==> config.mk <==
export PLATFORM = sky130hd
export DESIGN_NAME = bus_decode
export DESIGN_NICKNAME = d
export VERILOG_FILES = /design/src/cart_pkg.sv /design/src/bus_decode.sv
export SDC_FILE = /design/constraint.sdc
export NUM_CORES = 1
export LEC_CHECK = 0
export BUFFER_PORTS_ARGS = -buffer_cell sky130_fd_sc_hd__buf_2
export CORE_UTILIZATION = 30
export DETAILED_ROUTE_END_ITERATION = 6
export GPL_ROUTABILITY_DRIVEN = 0
export PLACE_DENSITY = 0.58
export SYNTH_ARGS = -nofsm -noshare
export SYNTH_HDL_FRONTEND = slang
export SYNTH_SLANG_ARGS = --single-unit
export TNS_END_PERCENT = 50
==> constraint.sdc <==
create_clock -name sys_clk -period 3.4 [get_ports sys_clk]
set_clock_uncertainty 0.05 [all_clocks]
set_input_delay 0.34 -clock sys_clk [delete_from_list [all_inputs] [get_ports sys_clk]]
set_output_delay 0.34 -clock sys_clk [all_outputs]
set_load 0.01 [all_outputs]
==> src/cart_pkg.sv <==
`default_nettype none

package cart_pkg;

    // ============================================================
    // Widths with a meaning
    // ============================================================
    typedef logic [7:0]  byte_t;        // Bus and memory data
    typedef logic [15:0] bus_addr_t;    // 6502 address
    typedef logic [31:0] checksum_t;
    typedef logic [15:0] sector_t;      // Card sector number

    // ============================================================
    // Address map and status codes
    // ============================================================
    localparam bus_addr_t STATUS_ADDR  = 16'h0458;  // POKEY base + 8
    localparam bus_addr_t ROM_BASE     = 16'h4000;
    localparam int        SECTOR_BYTES = 512;
    localparam byte_t     STATUS_BUSY  = 8'h00;
    localparam byte_t     STATUS_DONE  = 8'h80;

    // Bus pins after the input register
    typedef struct packed {
        bus_addr_t addr;
        byte_t     data;
        logic      rw;      // 1 = read
        logic      phi2;
        logic      halt;    // Low while DMA owns the bus
    } bus_sample_t;

    // One loader write into cartridge memory
    typedef struct packed {
        logic      en;
        bus_addr_t index;
        byte_t     data;
    } mem_wr_t;

    typedef struct packed {
        logic  strobe;      // One cycle per CPU write
        byte_t data;
    } ctrl_wr_t;

    typedef enum logic [1:0] {RD_NONE, RD_STATUS, RD_ROM} rd_sel_t;

    typedef enum logic [2:0] {
        LD_IDLE,
        LD_START,
        LD_STREAM,
        LD_NEXT,
        LD_COMPLETE
    } load_state_t;

endpackage

`default_nettype wire

==> src/bus_decode.sv <==
`default_nettype none

module bus_decode (
    input  wire logic                sys_clk,
    input  wire logic                pll_lock,
    input  wire cart_pkg::bus_addr_t a,
    input  wire cart_pkg::byte_t     d_in,
    input  wire logic                phi2,
    input  wire logic                rw,
    input  wire logic                halt,
    input  wire logic                game_loaded,
    output cart_pkg::bus_sample_t    sample,
    output cart_pkg::ctrl_wr_t       ctrl_wr,
    output cart_pkg::rd_sel_t        rd_sel,
    output logic                     drive,
    output logic                     buf_dir,
    output logic                     buf_oe
);

    logic is_rom;
    logic is_status;
    logic rd_window;
    logic rom_rd;
    logic stat_rd;
    logic ctrl_cond;
    logic ctrl_cond_q;      // Write seen on the previous cycle

    // ============================================================
    // Pin sampling
    // ============================================================
    always_ff @(posedge sys_clk or negedge pll_lock) begin
        if (!pll_lock) begin
            sample <= '0;
        end else begin
            sample.addr <= a;
            sample.data <= d_in;
            sample.rw   <= rw;
            sample.phi2 <= phi2;
            sample.halt <= halt;
        end
    end

    // ============================================================
    // Decode of the sampled bus
    // ============================================================
    assign is_rom    = (sample.addr >= cart_pkg::ROM_BASE);     // $4000-$FFFF
    assign is_status = (sample.addr == cart_pkg::STATUS_ADDR);

    // CPU owns the bus in phi2 high, DMA whenever halt is low
    assign rd_window = (sample.phi2 && sample.halt) || !sample.halt;

    assign rom_rd  = is_rom && sample.rw && rd_window;
    assign stat_rd = is_status && sample.rw && rd_window && !game_loaded;

    // Write data is only valid while phi2 is high
    assign ctrl_cond = is_status && !sample.rw && sample.phi2;

    // ============================================================
    // Registered bus control
    // ============================================================
    always_ff @(posedge sys_clk or negedge pll_lock) begin
        if (!pll_lock) begin
            drive       <= 1'b0;
            rd_sel      <= cart_pkg::RD_NONE;
            buf_dir     <= 1'b1;
            buf_oe      <= 1'b1;        // Buffer off
            ctrl_cond_q <= 1'b0;
            ctrl_wr     <= '0;
        end else begin
            drive   <= rom_rd || stat_rd;
            buf_dir <= sample.rw;       // 1 = towards the CPU

            // Buffer must also be open to take in a control write
            buf_oe <= !(rom_rd || stat_rd || ctrl_cond);

            if (rom_rd) begin
                rd_sel <= cart_pkg::RD_ROM;
            end else if (stat_rd) begin
                rd_sel <= cart_pkg::RD_STATUS;
            end else begin
                rd_sel <= cart_pkg::RD_NONE;
            end

            // Single strobe on the first cycle of each write
            ctrl_cond_q    <= ctrl_cond;
            ctrl_wr.strobe <= ctrl_cond && !ctrl_cond_q;
            ctrl_wr.data   <= sample.data;
        end
    end

endmodule

`default_nettype wire

[Word-level counts from Yosys, hierarchy flattened]
Cells that the tools add are included.
Operators by class
  magnitude comparators: 1
  equality and inequality tests: 1
  mux-type cells: 2
  reduce and logical (&&, ||, !) cells: 17
Operator list (number)
  $eq A16 B11 Y1 const B: 1
  $ge A16 B15 Y1 const B: 1
  $logic_and A1 B1 Y1: 9
  $logic_not A1 Y1: 5
  $logic_or A1 B1 Y1: 3
  $mux W2: 1
  $mux W1: 1
Storage, ports and cells
  register bits after elaboration: 42
  input bits: 30
  output and inout port bits: 41
  logic and storage cells: 33

[Longest topological paths before layout]
  depth in word-level cells: 7
  mapped depth: 3
  mapped depth without buffers: 3

[Worst setup path after synthesis]
No wires, ideal clock.
  kind: reg-to-reg
  start point: register sample[23] (netlist bit)
  end point: register buf_oe
  setup time: 0.082 ns
  arrival time: 1.187 ns
  required time: 3.268 ns
  path slack: 2.081 ns
  stages on the path, launching flop included: 4
  buffers on the path: 0
  period minus slack after synthesis: 1.319 ns
  path through: dfrtp_1 > nor4b_2 > nand4_2 > o31a_1
On the way
  longest elaborated chain between the ends: 7
  elaborated cells between the ends (all ways): 12
  those cells by class: order compare: 1; eq/ne: 1; reduce/logical: 10
RTL lines
  start, declared: line bus_decode.sv:12  | output cart_pkg::bus_sample_t sample,
  branches (longest 5 deep; another with $ge A16 B15 Y1)
  $logic_or A1 B1 Y1 *: line bus_decode.sv:74  | buf_oe <= !(rom_rd || stat_rd || ctrl_cond);
  $logic_not A1 Y1 *: line bus_decode.sv:74
  end signal, assigned: line bus_decode.sv:74
  end, declared: line bus_decode.sv:17  | output logic buf_oe
Every way passes the cells marked *.

[Worst setup path in the final report]
  start point: register sample[12] (netlist bit)
  end point: register buf_oe
The elaborated chain is that of the path after synthesis.

==> results.md <==
- The run finished with clean final reports.
- Along the worst hold path, the cell count comes to 1.
- The leakage power of the design is about 0.00087 µW.
- Counting along the longest clock path gives a buffer depth of 2.
- The average detailed-routed wire length per instance is 12.3 µm.
- The switching power share of the total is 0.224.
- The worst setup path is captured at a flip-flop.
- In the post-synthesis netlist, the biggest area contributors are dfrtp_1 (84%), dfstp_2 (4.4%), nor4b_2 (3.8%).
- The tree is rooted in a clkbuf_8.
- In the routed layout, each cell is associated on average with a via count of 4.19.
- Of the total power, registers draw 0.580.
- The layer flagged by global routing as most heavily used is met2.
- Summed over all failing endpoints, the final setup total negative slack is 0 ns.
- The reported net switching power is around 210 µW.
- At the pin with the least slew margin, the transition time is between 0.8 and 0.9 ns.
- In this run the most critical hold path is launched from d_in[4].
- In this run the register-to-register setup slack is 2.03 ns.
- After synthesis the netlist holds a flip-flop and latch count of 42.
- The tightest slew margin relative to the limit is 0.425.
- The H-tree generated during clock tree synthesis spans 2 levels.
- The number of placed instances with taps included is roughly 180.
- After clock tree synthesis, the clock-pin slew on the worst setup and hold paths is approximately 0.070 ns.
- The worst-skew pair later-pin latency is around 0.28 ns.
- The final layout contains 165 nets.
- The wire-length estimate of the detail-placed layout is ~1800 µm.
- The number of top-level pins is 71.
- The routed design could run at a clock period as short as between 1 and 1.5 ns.
- The core outline area is 0.00374 mm².
- The data arrival time of the critical path is about 1.5 ns.
- The net count after synthesis is 88.
- Summed over all layers, the routed wires come to around 2300 µm.
- The initial antenna violation count is 0.
- Of the total power, combinational logic draws 0.075.
- Of the synthesized area, sequential elements account for 0.880.
- The highest net fanout along the worst path is 5.
- The number of synthesized flops with an enable pin is 0.
- A synthesized cell averages around 21 µm².
- The floorplan step defined a die boundary enclosing 0.00425 mm².
- The total of buffers placed on input and output ports is 70.
- For this run, design rule violations remaining after detail routing come to 0.
- The power per cell area is ~540 mW/mm².
- The total number of vias is a little under 800.
- For this run, the total global-route usage over all layers was measured as 0.126.
- In this run the cell area of the synthesized design comes to around 0.0012 mm².
- The worst hold path terminates at sample[7].
- The number of global-route vias before repair is 757.
- The global routing usage on met2 is 0.179.
- The wire length of the first global-routing pass is roughly 3700 µm.
- Buffers inserted to repair hold after CTS numbered 0.
- The count of nets left with antenna violations once routing finished came out at 0.
- The top achievable clock speed is approximately 730 MHz.
- Setup repair after global routing left no endpoint under its margin.
- TritonCTS built the clock tree.
- The most used flip-flop cell after synthesis is dfrtp_1.
- The total of endpoints with negative setup slack in the final report is 0.
- The share of the core filled with cells is 0.455.
- The sum of overflow across all layers after global routing is 0.
- In this run the critical register-to-register path is launched from sample[12].
- The count of pins over their slew limit came to 0.
- The starting utilization of the core area is 0.320.
- The maximum number of pins on one net before global-route repair is 43.
- The count of distinct cell types in the synthesized netlist is 15.
- The tool flagged a number of max-cap violations equal to 0.
- CTS saw 42 sinks.
- Post-CTS repair changed the size of 0 cells.
- The number of warning messages in the yosys log is 0.
- The library cell occupying the most area in the post-synthesis netlist is dfrtp_1.
- The post-CTS setup repair buffer count is 0.
- In the final layout, the share of cells above drive strength 1 is 0.632.
- The synthesized netlist cell count is 58.
- The worst-case IR drop observed on VDD is approximately 0.33 mV.
- The met1 usage in global routing is 0.144.
- The top-area cell type share of the netlist area is 0.836.
- The floorplan has 22 rows.
- From bottom edge to top edge, the die measures about 65 µm.
- The horizontal die dimension is approximately 65 µm.
- The layout has 378 filler cells.
- The endpoint identified for the worst register-to-register timing path is buf_oe.
- The cell internal power dissipation is slightly above 700 µW.
- STA classifies the critical path startpoint as a flip-flop.
- The number of hold violations in the final report came to 0.
- Among all cell types in the netlist, the one instantiated most often is dfrtp_1.
- The global-route met3 utilization is 0.0694.
- The required time reported for the critical path endpoint is 3.56 ns.
- After synthesis, the share of flip-flops with an asynchronous set or reset is 1.00.
- The finished layout holds roughly 180 standard cells, fillers aside.
- The depth of the most critical reg-to-reg path is 3.
- The clock share of power is 0.345.
- The antenna cell count is 0.
- By count the netlist is led by dfrtp_1 (40), nor4b_2 (3), dfstp_2 (2), inv_1 (2).
- In this run the worst hold path is classified as input port to flip-flop.
- The part of the cycle the worst path needs is 0.403.
- The iteration-0 DRC count of the detailed router is 11.
- Counting the buffers created by CTS gives 5.
- The relative area change from synthesis to final layout is 42.2%.
- The number of search-and-repair iterations in the first detailed-routing pass is 4.
- The critical path is of the flip-flop to flip-flop type.
==> flip-flops by register name, indices dropped and copies added, names as in the netlist <==
| name | count |
|---|---|
| ctrl_cond_q | 1 |
| buf_dir | 1 |
| drive | 1 |
| ctrl_wr | 9 |
| buf_oe | 1 |
| sample | 27 |
| rd_sel | 2 |
==> worst max-delay path by stage <==
stage                     from     end  slack [ns]
floorplan           sample[23]  buf_oe        2.08
global placement    sample[24]  buf_oe        2.07
detailed placement  sample[12]  buf_oe        2.01
CTS                 sample[12]  buf_oe        1.99
global route        sample[23]   drive        1.94
finish              sample[12]  buf_oe        2.03
==> area by class of cell <==
type	count	area (µm²)	share of cell area
clock buffer	6	82.6	0.0485
clock inverter	2	12.5	0.00735
inverter	2	7.51	0.00441
multi-input combinational	14	136	0.0801
sequential	42	1050	0.619
tap	48	60.1	0.0353
timing repair buffer	70	350	0.206
==> cells by family after synthesis <==
logic type	after synthesis	synth area share
AO/OA/AOI/OAI	5	0.0293
buffers and inverters	2	0.00627
AND/OR/NAND/NOR	9	0.0846
flip-flops	42	0.880
==> cells in the final DEF (no fill, tap or decap) <==
cell and instances:
clkinv_2 1, o21ai_0 1, nor3_1 1, dfrtp_1 40, clkbuf_8 6, and4bb_2 1, nor3b_1 1, o31a_1 1
nor4_2 1, nor4b_2 3, inv_1 2, nand4_2 1, o31ai_1 1, dfstp_2 2, buf_2 70, o221ai_1 1
clkinvlp_4 1, a21oi_1 1, and2_1 1
==> stage by stage <==
step / worst slack, ns / power (µW) / instance area, µm² / hold WS, ns
floorplan: 2.08 / 565 / 1200 / -0.00559
global placement: 2.07 / 616 / 1610 / 0.303
detailed placement: 2.01 / 619 / 1610 / 0.309
CTS: 1.99 / 945 / 1700 / 0.0893
global route: 1.94 / 973 / 1700 / 0.0811
finish: 2.03 / 926 / 1700 / 0.103
==> power groups by stage <==
stage | Sequential, µW | Clock, µW | Combinational (µW)
2_1_floorplan | 559 | 0 | 6.33
3_3_place_gp | 546 | 0 | 70.5
3_5_place_dp | 547 | 0 | 71.8
4_1_cts | 537 | 336 | 71.8
5_1_grt | 539 | 355 | 77.7
6_report | 537 | 320 | 69.6
==> layer usage <==
| layer | wire length [µm] | part of all wire | vias up |
|---|---|---|---|
| met5 | 0 | 0 | - |
| met4 | 59 | 0.026 | 0 |
| met3 | 252 | 0.11 | 6 |
| met2 | 1100 | 0.48 | 45 |
| met1 | 862 | 0.38 | 367 |
| li1 | - | - | 353 |
==> critical path, cell delays in order (launching register included) <==
cell     delay [ns]
dfrtp_1        0.39
nor4_2         0.31
nand4_2        0.19
o31a_1         0.35
Power figures use the tool's default switching activity.
