File: config.mk
export PLATFORM = sky130hd
export DESIGN_NAME = image_loader
export DESIGN_NICKNAME = d
export VERILOG_FILES = /design/src/cart_pkg.sv /design/src/image_loader.sv
export SDC_FILE = /design/constraint.sdc
export NUM_CORES = 1
export LEC_CHECK = 0
export BUFFER_PORTS_ARGS = -buffer_cell sky130_fd_sc_hd__buf_2
export CAP_MARGIN = 25
export CORE_UTILIZATION = 45
export DETAILED_ROUTE_END_ITERATION = 10
export GPL_ROUTABILITY_DRIVEN = 0
export GPL_TIMING_DRIVEN = 0
export PLACE_DENSITY = 0.76
export RECOVER_POWER = 100
export SETUP_SLACK_MARGIN = 0.5
export SLEW_MARGIN = 20
export SYNTH_ARGS = -nofsm -noshare
export SYNTH_HDL_FRONTEND = slang
export SYNTH_SLANG_ARGS = --single-unit
export TNS_END_PERCENT = 30
File: constraint.sdc
create_clock -name sys_clk -period 2.97 [get_ports sys_clk]
set_clock_uncertainty 0.15 [all_clocks]
set_input_delay 0 -clock sys_clk [delete_from_list [all_inputs] [get_ports sys_clk]]
set_output_delay 0 -clock sys_clk [all_outputs]
set_load 0.005 [all_outputs]
File: src/cart_pkg.sv
`default_nettype none

package cart_pkg;

    // ============================================================
    // Widths with a meaning
    // ============================================================
    typedef logic [7:0]  byte_t;        // Bus and memory data
    typedef logic [15:0] bus_addr_t;    // 6502 address
    typedef logic [31:0] checksum_t;
    typedef logic [15:0] sector_t;      // Card sector number

    // ============================================================
    // Address map and status codes
    // ============================================================
    localparam bus_addr_t STATUS_ADDR  = 16'h0458;  // POKEY base + 8
    localparam bus_addr_t ROM_BASE     = 16'h4000;
    localparam int        SECTOR_BYTES = 512;
    localparam byte_t     STATUS_BUSY  = 8'h00;
    localparam byte_t     STATUS_DONE  = 8'h80;

    // Bus pins after the input register
    typedef struct packed {
        bus_addr_t addr;
        byte_t     data;
        logic      rw;      // 1 = read
        logic      phi2;
        logic      halt;    // Low while DMA owns the bus
    } bus_sample_t;

    // One loader write into cartridge memory
    typedef struct packed {
        logic      en;
        bus_addr_t index;
        byte_t     data;
    } mem_wr_t;

    typedef struct packed {
        logic  strobe;      // One cycle per CPU write
        byte_t data;
    } ctrl_wr_t;

    typedef enum logic [1:0] {RD_NONE, RD_STATUS, RD_ROM} rd_sel_t;

    typedef enum logic [2:0] {
        LD_IDLE,
        LD_START,
        LD_STREAM,
        LD_NEXT,
        LD_COMPLETE
    } load_state_t;

endpackage

`default_nettype wire

File: src/image_loader.sv
`default_nettype none

module image_loader #(
    parameter int NUM_SECTORS  = 97,
    parameter int HEADER_BYTES = 128
) (
    input  wire logic               sys_clk,
    input  wire logic               pll_lock,
    input  wire logic               card_ready,
    output logic                    sector_rd,
    output cart_pkg::sector_t       sector_addr,
    input  wire cart_pkg::byte_t    card_byte,
    input  wire logic               card_byte_valid,
    input  wire cart_pkg::ctrl_wr_t ctrl_wr,
    output cart_pkg::mem_wr_t       mem_wr,
    output logic                    busy,
    output logic                    game_loaded,
    output cart_pkg::checksum_t     image_checksum
);

    localparam int BYTE_W = $clog2(cart_pkg::SECTOR_BYTES);
    localparam logic [BYTE_W-1:0] LAST_BYTE = BYTE_W'(cart_pkg::SECTOR_BYTES - 1);
    localparam cart_pkg::sector_t LAST_SECTOR = cart_pkg::sector_t'(NUM_SECTORS - 1);

    cart_pkg::load_state_t state;
    cart_pkg::sector_t     sector;      // Sector being streamed
    logic [BYTE_W-1:0]     byte_cnt;    // Byte within the sector
    logic                  wr_en;
    cart_pkg::bus_addr_t   wr_index;    // Next free memory index
    cart_pkg::byte_t       wr_data;

    logic accept;
    logic keep;

    assign accept = (state == cart_pkg::LD_STREAM) && card_byte_valid;

    // Header only lives at the front of sector 0
    assign keep = (sector != '0) || (byte_cnt >= HEADER_BYTES);

    assign mem_wr = '{en: wr_en, index: wr_index, data: wr_data};

    // ============================================================
    // Loader FSM
    // ============================================================
    always_ff @(posedge sys_clk or negedge pll_lock) begin
        if (!pll_lock) begin
            state          <= cart_pkg::LD_IDLE;
            sector         <= '0;
            byte_cnt       <= '0;
            sector_rd      <= 1'b0;
            sector_addr    <= '0;
            wr_en          <= 1'b0;
            wr_index       <= '0;
            image_checksum <= '0;
            busy           <= 1'b1;     // First load starts right away
            game_loaded    <= 1'b0;
        end else begin
            sector_rd <= 1'b0;

            // Store stage, one cycle behind the accepted byte
            wr_en <= accept && keep;
            if (wr_en) begin
                wr_index       <= wr_index + 1'b1;
                image_checksum <= image_checksum + cart_pkg::checksum_t'(wr_data);
            end

            case (state)
                cart_pkg::LD_IDLE: begin
                    if (card_ready) begin
                        state <= cart_pkg::LD_START;
                    end
                end

                cart_pkg::LD_START: begin
                    sector_rd   <= 1'b1;        // Request pulse
                    sector_addr <= sector;
                    byte_cnt    <= '0;
                    state       <= cart_pkg::LD_STREAM;
                end

                cart_pkg::LD_STREAM: begin
                    if (card_byte_valid) begin
                        byte_cnt <= byte_cnt + 1'b1;
                        if (byte_cnt == LAST_BYTE) begin
                            state <= cart_pkg::LD_NEXT;
                        end
                    end
                end

                cart_pkg::LD_NEXT: begin
                    if (sector == LAST_SECTOR) begin
                        busy  <= 1'b0;
                        state <= cart_pkg::LD_COMPLETE;
                    end else begin
                        sector <= sector + 1'b1;
                        state  <= cart_pkg::LD_START;
                    end
                end

                cart_pkg::LD_COMPLETE: begin
                    // Menu hand-over through the status register
                    if (ctrl_wr.strobe) begin
                        if (ctrl_wr.data[7]) begin
                            game_loaded <= 1'b1;
                        end else if (ctrl_wr.data[6] && !game_loaded) begin
                            sector         <= '0;       // Reload from the top
                            wr_index       <= '0;
                            image_checksum <= '0;
                            busy           <= 1'b1;
                            state          <= cart_pkg::LD_START;
                        end
                    end
                end

                default: state <= cart_pkg::LD_IDLE;
            endcase
        end
    end

    // Byte held for the store stage
    always_ff @(posedge sys_clk) begin
        if (accept) begin
            wr_data <= card_byte;
        end
    end

endmodule

`default_nettype wire

### Yosys cells after proc, flatten, opt, wreduce, memory -nomap -nowiden

Cells that the tools add are included.

* add/sub/neg operators: 4
* order comparisons: 1
* equal/unequal tests: 14
* multiplexer cells: 31
* reduce and logical (&&, ||, !) cells: 14

Operators with widths (number)
* $mux W32: 5
* $mux W16: 9
* $add A16 B1 Y16 const B: 2
* $add A32 B8 Y32: 1
* $pmux W16 S2: 1
* $mux W3: 7
* $pmux W9 S2: 1
* $eq A16 B7 Y1 const B: 1
* $reduce_bool A16 Y1: 1
* $pmux W3 S5: 1
* $ne A2 B2 Y1 const B: 7
* $reduce_and A5 Y1: 2
* $add A9 B1 Y9 const B: 1
* $eq A9 B9 Y1 const B: 1
* $ge A9 B8 Y1 const B: 1
* $mux W9: 1
* $eq A3 B2 Y1 const B: 2
* $reduce_and A6 Y1: 1
* $mux W1: 5
* $reduce_bool A2 Y1: 2
* $eq A3 B1 Y1 const B: 1
* $eq A3 B3 Y1 const B: 1
* $logic_and A1 B1 Y1: 3
* $logic_not A3 Y1: 1
* 6 further kinds: 6

* bits in registers: 104
* input port bits: 21
* output and inout bits: 76

### Logic depth before layout (Yosys ltp)

Gate-level depths: netlist of run 1.

* word-level depth: 6
* depth in mapped cells: 8
* mapped depth without buffers: 7

### Worst setup path before layout of run 1

OpenSTA, ideal clock, no wires.

* path kind: reg-to-reg
* from: reg wr_data[0]
* to: reg image_checksum[22]
* library setup time: 0.136 ns
* arrival time: 2.152 ns
* path slack: 0.532 ns
* cell stages (with the launch flop): 9
* cells stage by stage: edfxtp_1 ha_1 fa_1 a21o_1 a221oi_1 o21a_1 clkbuf_2 or3_1 a21oi_1

* cells in the longest elaborated chain, start to end: 6

Ends and longest elaborated chain
* start: declaration: RTL line image_loader.sv:30 `cart_pkg::byte_t wr_data;`
* start signal: assignment: RTL line image_loader.sv:123 `wr_data <= card_byte;`
* $add A32 B8 Y32 (*): RTL line image_loader.sv:64 `image_checksum <= image_checksum + cart_pkg::checksum_t'(wr_data);`
* $mux W32 (*): RTL line image_loader.sv:62 `if (wr_en) begin`
* $mux W32: RTL line image_loader.sv:105 `end else if (ctrl_wr.data[6] && !game_loaded) begin`
* $mux W32: RTL line image_loader.sv:103 `if (ctrl_wr.data[7]) begin`
* $mux W32: RTL line image_loader.sv:102 `if (ctrl_wr.strobe) begin`
* $mux W32 (*): RTL line image_loader.sv:67 `case (state)`
* end signal: assignment: RTL line image_loader.sv:64
* end: declaration: RTL line image_loader.sv:18 `output cart_pkg::checksum_t image_checksum`

Mark *: on every way between the ends. The rest lies on a longest branch, timed or not.
A chain may end at the register's enable or synchronous reset.

### Worst setup path in the final report of run 1

* from: reg state[2]
* to: reg sector_addr[12]

* cells in the longest elaborated chain, start to end: 1

Ends and longest elaborated chain
* start: declaration: RTL line image_loader.sv:25 `cart_pkg::load_state_t state;`
* start signal: assignment: RTL line image_loader.sv:47 `state <= cart_pkg::LD_IDLE;`
* start signal: assignment: RTL line image_loader.sv:70 `state <= cart_pkg::LD_START;`
* start signal: assignment: RTL line image_loader.sv:78 `state <= cart_pkg::LD_STREAM;`
* $eq A3 B1 Y1: RTL line image_loader.sv:67
* end signal: assignment: RTL line image_loader.sv:76 `sector_addr <= sector;`
* end: declaration: RTL line image_loader.sv:11 `output cart_pkg::sector_t sector_addr,`

Every way passes these cells.

==> results by group, run 1 <==
Outcome
  • Status: finished, final reports clean

Die
  • Die area: 0.0117 sq mm
  • Initial Utilization: 0.465
  • IO Pins: 97
  • Row Count: 38
  • Die width: 108 um
  • Core area: 0.0109 sq mm
  • Die H: 108 um

Yosys
  • Main combinational cell family by area after synthesis: simple AND/OR/NAND/NOR gates
  • Simple logic cell fraction of the synthesized area: 0.187
  • Post-Synth XOR/XNOR Area: 0.0727
  • Synth top area share: 0.470
  • Sequential share of the synthesized area: 0.523
  • Dominant cells by area after synthesis: dfrtp_1 (47%), edfxtp_1 (4.7%), xor2_1 (4.2%), nor2_1 (3.9%), mux2_2 (3.6%)
  • Post-synth EDFFs: 8
  • Post-Syn Instances: 483
  • Post-synth cell types: 51
  • Number of synthesized register bits: between 100 and 150
  • Post-synthesis compound-gate area fraction: 0.100
  • Synth warn: 0
  • Cell with the most instances after synthesis: dfrtp_1
  • Post-synth top cells: dfrtp_1 (95), nor2_1 (52), a21oi_1 (34)
  • Synth Area in Adders: 0.0386
  • Mux cell area share after synthesis: 0.0534
  • Leading register cell type out of synthesis: dfrtp_1
  • Cell taking the most area after synthesis: dfrtp_1
  • Ys async rst share: 0.923
  • Syn avg cell area: between 10 and 15 sq um
  • Mapped Area: around 0.0051 sq mm
  • Post-Syn Nets: 519

Clock network
  • Clock buffer depth: 2
  • CTS Buf Count: 9
  • Number of H-tree levels: 3
  • Root Driver: clkbuf_8
  • Clock transition at path regs: 0.10 ns
  • Sink Count: 104
  • Skew-Pair Late Insertion Delay: approximately 0.38 ns
  • TritonCTS clock tree: done

Worst hold path
  • Worst hold stages: 5
  • Min-Delay Path Class: input port to flip-flop

GRT
  • Vias in the first global route: roughly 3900
  • First-pass GRT wire length: between 15000 and 20000 um
  • GR Overflow Total: 0
  • GRT Util Overall: 0.207
  • Initial antenna violation count: 0
  • Pin count of the biggest net entering global routing: 79

Route
  • ANT nets after route: 0
  • DRC errors left: 0
  • Mean number of vias per cell: 5.54
  • Wirelength per Cell: 15.5 um
  • First-pass iteration count of the detailed router: 5
  • Initial DRC Count: 260
  • Via count: 4164
  • Routed WL: 11700 um

Layout
  • Cell Count, Final, Fillers Out: 752
  • Area Growth Syn to Fin: 20.4%
  • Fin util: 0.560
  • Share of post-route cells with drive strength above 1: 0.181
  • Final #Nets: 643
  • N_diodes: 0

STA
  • Final WS setup: 0.387 ns
  • Period minus WS final: 2.58 ns
  • Slew headroom: 0.281
  • TNS Setup: 0 ns
  • Hold Vio Cnt, Final: 0
  • Part of the cycle the worst path needs: 0.870
  • Final number of max-transition violations: 0
  • Max Clk Rate: 0.387 GHz
  • Slew @ Worst Pin: 1.08 ns
  • Final setup violation count: 0
  • RSZ-0062 raised after global routing: yes

Setup path
  • R2R cell count: 4
  • Arrival @ worst endpoint: between 2 and 3 ns
  • Worst Path Required: 3.09 ns
  • Nature of the critical path endpoint: flip-flop
  • Crit Path Max Fanout: 10
  • Critical path class: flip-flop to flip-flop
  • Critical Path Start Type: flip-flop

Power and ir drop
  • Clock network power share: 0.138
  • Total leakage power: 2.45 nW
  • Sw Ratio: 0.411
  • Pint: 3.58 mW
  • Logic pwr share: 0.421
  • Seq pwr share: 0.440
  • Psw: 2.50 mW
  • Worst VDD drop: 465 uV
  • Pwr dens: 999 mW/mm^2

Placed design
  • HPWL after DPL: 7880 um
  • # port buffers: 90
  • Dpl cells: 714
  • Worst slack at placement: 0.177 ns

Run
  • Max_cap viols: 0
[final timing paths]
path | start | to | slack, ns
worst max-delay path | state[2] | sector_addr[12] | 0.39
worst min-delay path | ctrl_wr[8] | sector[2] | 0.04
worst max register to register | state[2] | sector_addr[12] | 0.39
worst min register to register | sector_addr[5] | sector_addr[5] | 0.37
max in group asynchronous | pll_lock | sector_rd | 0.75
min in group asynchronous | pll_lock | busy | 0.65
[per-stage QoR]
| stage | area [sq um] | power [mW] | hold WS (ns) |
|---|---|---|---|
| 2_1_floorplan | 5060 | 4.14 | -0.446 |
| 3_3_place_gp | 5690 | 4.97 | 0.0266 |
| 3_5_place_dp | 5720 | 5.09 | -0.295 |
| 4_1_cts | 6110 | 6.04 | 0.0124 |
| 5_1_grt | 6090 | 6.56 | 0.0546 |
| 6_report | 6090 | 6.08 | 0.0377 |
[metal layers]
metal  GRT usage  wire length, um  up-vias
met5           0                0        -
met4      0.0568              124        0
met2       0.348             5750      132
met3      0.0494              687       12
li1            -                -     1981
met1       0.265             5110     2039
[cells by family (layout without fill, tap and decap cells)]
logic type                 after synthesis  after routing
and+or+nand+nor                        179            179
DFF                                    104            104
AOI/OAI and AO/OA                       86             86
xor gates and xnor gates                42             42
buffers and inverters                   32            161
muxes                                   25             25
adders and majority gates               15             15
[final cells by class]
type	instances	area, sq um
Buffer	17	76.3
Clock buffer	10	138
Clock inverter	6	42.5
Fill cell	948	4800
Inverter	15	56.3
Multi-Input combinational cell	347	2340
Sequential cell	104	2640
Tap cell	140	175
Timing Repair Buffer	113	624
[power by group through the flow]
stage | registers (mW) | clock network [mW] | logic [mW]
2_1_floorplan | 2.61 | 0 | 1.52
3_3_place_gp | 2.66 | 0 | 2.31
3_5_place_dp | 2.70 | 0 | 2.39
4_1_cts | 2.67 | 0.856 | 2.52
5_1_grt | 2.77 | 0.915 | 2.88
6_report | 2.68 | 0.842 | 2.56
[worst max-delay path, stage by stage, from the launching register on]
cell      delay, ns
dfrtp_1        0.42
clkbuf_1       0.23
nor3b_1        0.80
clkbuf_1       0.47
mux2_2         0.39
[state kept, by name, summed over array words and instances (netlist names)]
name            cells
wr_en               1
sector_rd           1
sector             16
image_checksum     32
byte_cnt            9
busy                1
sector_addr        16
wr_index           16
game_loaded         1
wr_data             8
state               3
[cell usage in the layout (no fill, tap or decap), types with 2 or more instances in the layout]
cell,synthesis,layout
dfrtp_1,95,95
buf_2,5,60
nor2_1,52,52
clkbuf_1,10,44
a21oi_1,34,34
nand2_1,33,33
o21ai_0,25,25
xor2_1,24,24
or3_1,22,22
xnor2_1,18,18
dlygate4sd3_1,0,17
nand4_1,16,16
inv_1,15,15
mux2_2,16,15
ha_1,14,13
nand3_1,13,12
clkbuf_8,0,10
mux2i_1,9,9
and3_1,8,8
edfxtp_1,8,8
nor3_1,6,6
o31ai_1,5,5
and4_1,5,5
buf_4,1,5
a21o_1,4,4
or4_1,4,4
nor4_1,4,4
nor2b_1,3,3
nor3b_1,3,3
a211oi_1,3,3
clkbuf_4,0,3
clkinvlp_4,0,3
a22oi_1,2,2
and2_1,3,2
a31oi_1,2,2
[repair_timing]
| item | 4_1_cts | 5_1_grt |
|---|---|---|
| pin swaps | 1 | 2 |
| hold buffers | 17 | 0 |
| endpoints found under the hold margin | 113 | 0 |
| setup buffers | 1 | 4 |
| resized for setup | 6 | 8 |
| endpoints found under the setup margin | 17 | 67 |
Power figures use the tool's default switching activity.
==> run 2: changes to the inputs <==
ABC_AREA = 1   (was not set)
CTS_CLUSTER_SIZE = 10   (was not set)
HOLD_SLACK_MARGIN = 0.12   (was not set)
PLACE_DENSITY = 0.75   (was 0.76)
==> run 2 against run 1 <==
Effect of this change:
- clock power rose by 38%
- fmax rose by 3.0%
- non-clock buffer count fell by 3
- synthesized cell count rose by 55%
- sequential power fell by 18%
- die area rose by 14%
- synthesized area rose by 14%
- via count rose by 27%
- count of clock-buffer cells in the layout did not move
- design area rose by 12%
- largest power group unchanged
- highest routed layer unchanged
==> results by group, run 2 <==
Placed design
  • Placed Area: 0.00649 sq mm
  • Dpl cells: 1013
  • HPWL after DPL: about 10000 um
  • # port buffers: 90

Yosys
  • Synth top area share: 0.410
  • Cell with the most instances after synthesis: nand2_1
  • Post-Syn Instances: 750
  • Post-Synth XOR/XNOR Area: 0.0333
  • Post-synth top cells: nand2_1 (174), dfrtp_1 (95), inv_1 (92)
  • Syn avg cell area: 7.72 sq um
  • Leading register cell type out of synthesis: dfrtp_1
  • Main combinational cell family by area after synthesis: simple AND/OR/NAND/NOR gates
  • Post-synthesis compound-gate area fraction: 0.0940
  • Sequential share of the synthesized area: 0.456
  • Dominant cells by area after synthesis: dfrtp_1 (41%), nand2_1 (11%), inv_1 (6.0%), nor2_1 (5.4%), nand3_1 (4.7%)
  • Post-synth cell types: a little over 40
  • Synth Area in Adders: 0.0337
  • Simple logic cell fraction of the synthesized area: 0.297
  • Number of synthesized register bits: 104
  • Post-synth EDFFs: 8
  • Mux cell area share after synthesis: 0
  • Ys async rst share: 0.923
  • Post-Syn Nets: 786
  • Mapped Area: 0.00579 sq mm
  • Synth warn: 0
  • Cell taking the most area after synthesis: dfrtp_1

Setup path
  • Nature of the critical path endpoint: flip-flop
  • Crit Path Max Fanout: 11
  • Worst path slowest cell: nor2_1
  • Most used cell, CP: nand3_1
  • Critical path class: flip-flop to flip-flop
  • Slowest Stage Delay on Critical Path: 0.79 ns
  • Worst Path Required: 3.07 ns
  • Arrival @ worst endpoint: 2.60 ns
  • Crit-path cells: inv_1 > nand3_1 > nor2_1 > inv_2 > nand2_4 > nand3_1 > nor2_2 > nand3_1 > nand2_1 > nor2_1
  • Critical Path Start Type: flip-flop

Route
  • Via count: 5297
  • Routed WL: 14200 um
  • First-pass iteration count of the detailed router: 5
  • Initial DRC Count: 358
  • Mean number of vias per cell: 5.05
  • ANT nets after route: 0
  • Wirelength per Cell: 13.6 um
  • DRC errors left: 0

STA
  • Max Clk Rate: 0.399 GHz
  • RSZ-0062 raised after global routing: yes
  • Hold Vio Cnt, Final: 0
  • TNS Setup: 0 ns
  • Final setup violation count: 0
  • Period minus WS final: 2.51 ns
  • Slew @ Worst Pin: about 1.4 ns
  • Slew headroom: 0.0966
  • Final number of max-transition violations: 0
  • Part of the cycle the worst path needs: 0.845

Layout
  • Share of post-route cells with drive strength above 1: 0.110
  • Final #Nets: 907
  • Commonest non-fill, non-tap cell in the layout: nand2_1
  • N_diodes: 0
  • Area Growth Syn to Fin: 17.3%
  • Finished Cell Area: ~0.0068 sq mm
  • Register with the most flip-flops: image_checksum
  • Max reg flops: 32
  • Cell Count, Final, Fillers Out: 1048
  • Most frequent cells in the layout: nand2_1 (177), inv_1 (95), dfrtp_1 (95), nor2_1 (86), clkbuf_1 (61)

GRT
  • GR Overflow Total: 0
  • Vias in the first global route: 4968
  • Initial antenna violation count: 0
  • First-pass GRT wire length: 23700 um
  • Pin count of the biggest net entering global routing: 54
  • GRT Util Overall: 0.229

Die
  • Core area: 0.0126 sq mm
  • Die width: between 100 and 150 um
  • Die area: 0.0133 sq mm
  • Row Count: 41
  • Initial Utilization: 0.461
  • IO Pins: 97
  • Die H: about 120 um

Power and ir drop
  • Worst VDD drop: 467 uV
  • Pwr dens: roughly 800 mW/mm^2
  • Total leakage power: 3.35 nW

Clock network
  • TritonCTS clock tree: done
  • Clock buffer depth: 2
  • CTS Buf Count: 9
  • Clock transition at path regs: 0.08 ns
  • Sink Count: 104
  • Skew-Pair Late Insertion Delay: between 0.3 and 0.4 ns
  • Number of H-tree levels: 3
  • Root Driver: clkbuf_16

Outcome
  • Status: finished, final reports clean

Worst hold path
  • Min-Delay Path Class: input port to flip-flop

Run
  • Max_cap viols: 0
run 2: kinds of logic (layout without fill, tap and decap cells):
kind of cell	Yosys count	after routing
adders and majority gates	15	15
DFF	104	104
xor gates and xnor gates	22	22
and+or+nand+nor	384	384
AOI/OAI and AO/OA	102	102
buffers and inverters	123	249
run 2: layer usage:
layer  GRT usage  up-vias  routed length (um)
li1            -     2654                   -
met1       0.290     2481                6330
met2       0.387      141                7050
met3      0.0460       21                 617
met4      0.0831        0                 231
met5           0        -                   0
run 2: path summary, 6_finish.rpt:
check | startpoint | cells after the start | slack (ns) | endpoint
setup / recovery | state[2] | 10 | 0.46 | byte_cnt[7]
setup reg to reg | state[2] | 10 | 0.46 | byte_cnt[7]
hold reg to reg | busy | 2 | 0.32 | busy
min in group asynchronous | pll_lock | 4 | 0.90 | image_checksum[14]
max in group asynchronous | pll_lock | 4 | 0.82 | sector_addr[5]
hold / removal | card_byte[4] | 2 | 0.20 | wr_data[4]
run 2: worst max-delay path: cells and delay by family (launching register included):
family	cells	cell delay, ns
simple gates	8	1.58
buf+inv	2	0.23
flops	1	0.44
run 2: final cells by class:
| type | instances | area (sq um) |
|---|---|---|
| fillers | 1229 | 5780 |
| flip-flops and latches | 104 | 2640 |
| multi-input cells | 523 | 2600 |
| repair buffers | 110 | 578 |
| inverters | 106 | 398 |
| clock buffers | 10 | 229 |
| well taps | 172 | 215 |
| plain buffers | 17 | 75.1 |
| clock inverters | 6 | 51.3 |
run 2: power by group:
group          internal (mW)  leakage, nW  switching (mW)  total [mW]
Clock                  0.584        0.139           0.576        1.16
Combinational          0.807         1.90            1.36        2.17
Sequential              1.82         1.32           0.384        2.20
run 2: metrics by stage:
stage | hold slack (ns) | power, mW | utilization | setup WS [ns]
after global placement | 0.0269 | 4.36 | 0.514 | 0.716
after floorplan | -0.446 | 3.65 | - | 0.981
after detailed placement | -0.204 | 4.42 | 0.516 | 0.730
after CTS | 0.188 | 5.64 | 0.553 | 0.523
final | 0.201 | 5.53 | 0.540 | 0.461
after global routing | 0.202 | 5.95 | 0.540 | 0.236
run 2: timing repair:
item	4_1_cts	5_1_grt
hold buffers	17	0
resized for setup	0	3
buffers inserted	0	2
setup endpoints to repair	0	3
hold endpoints to repair	143	0
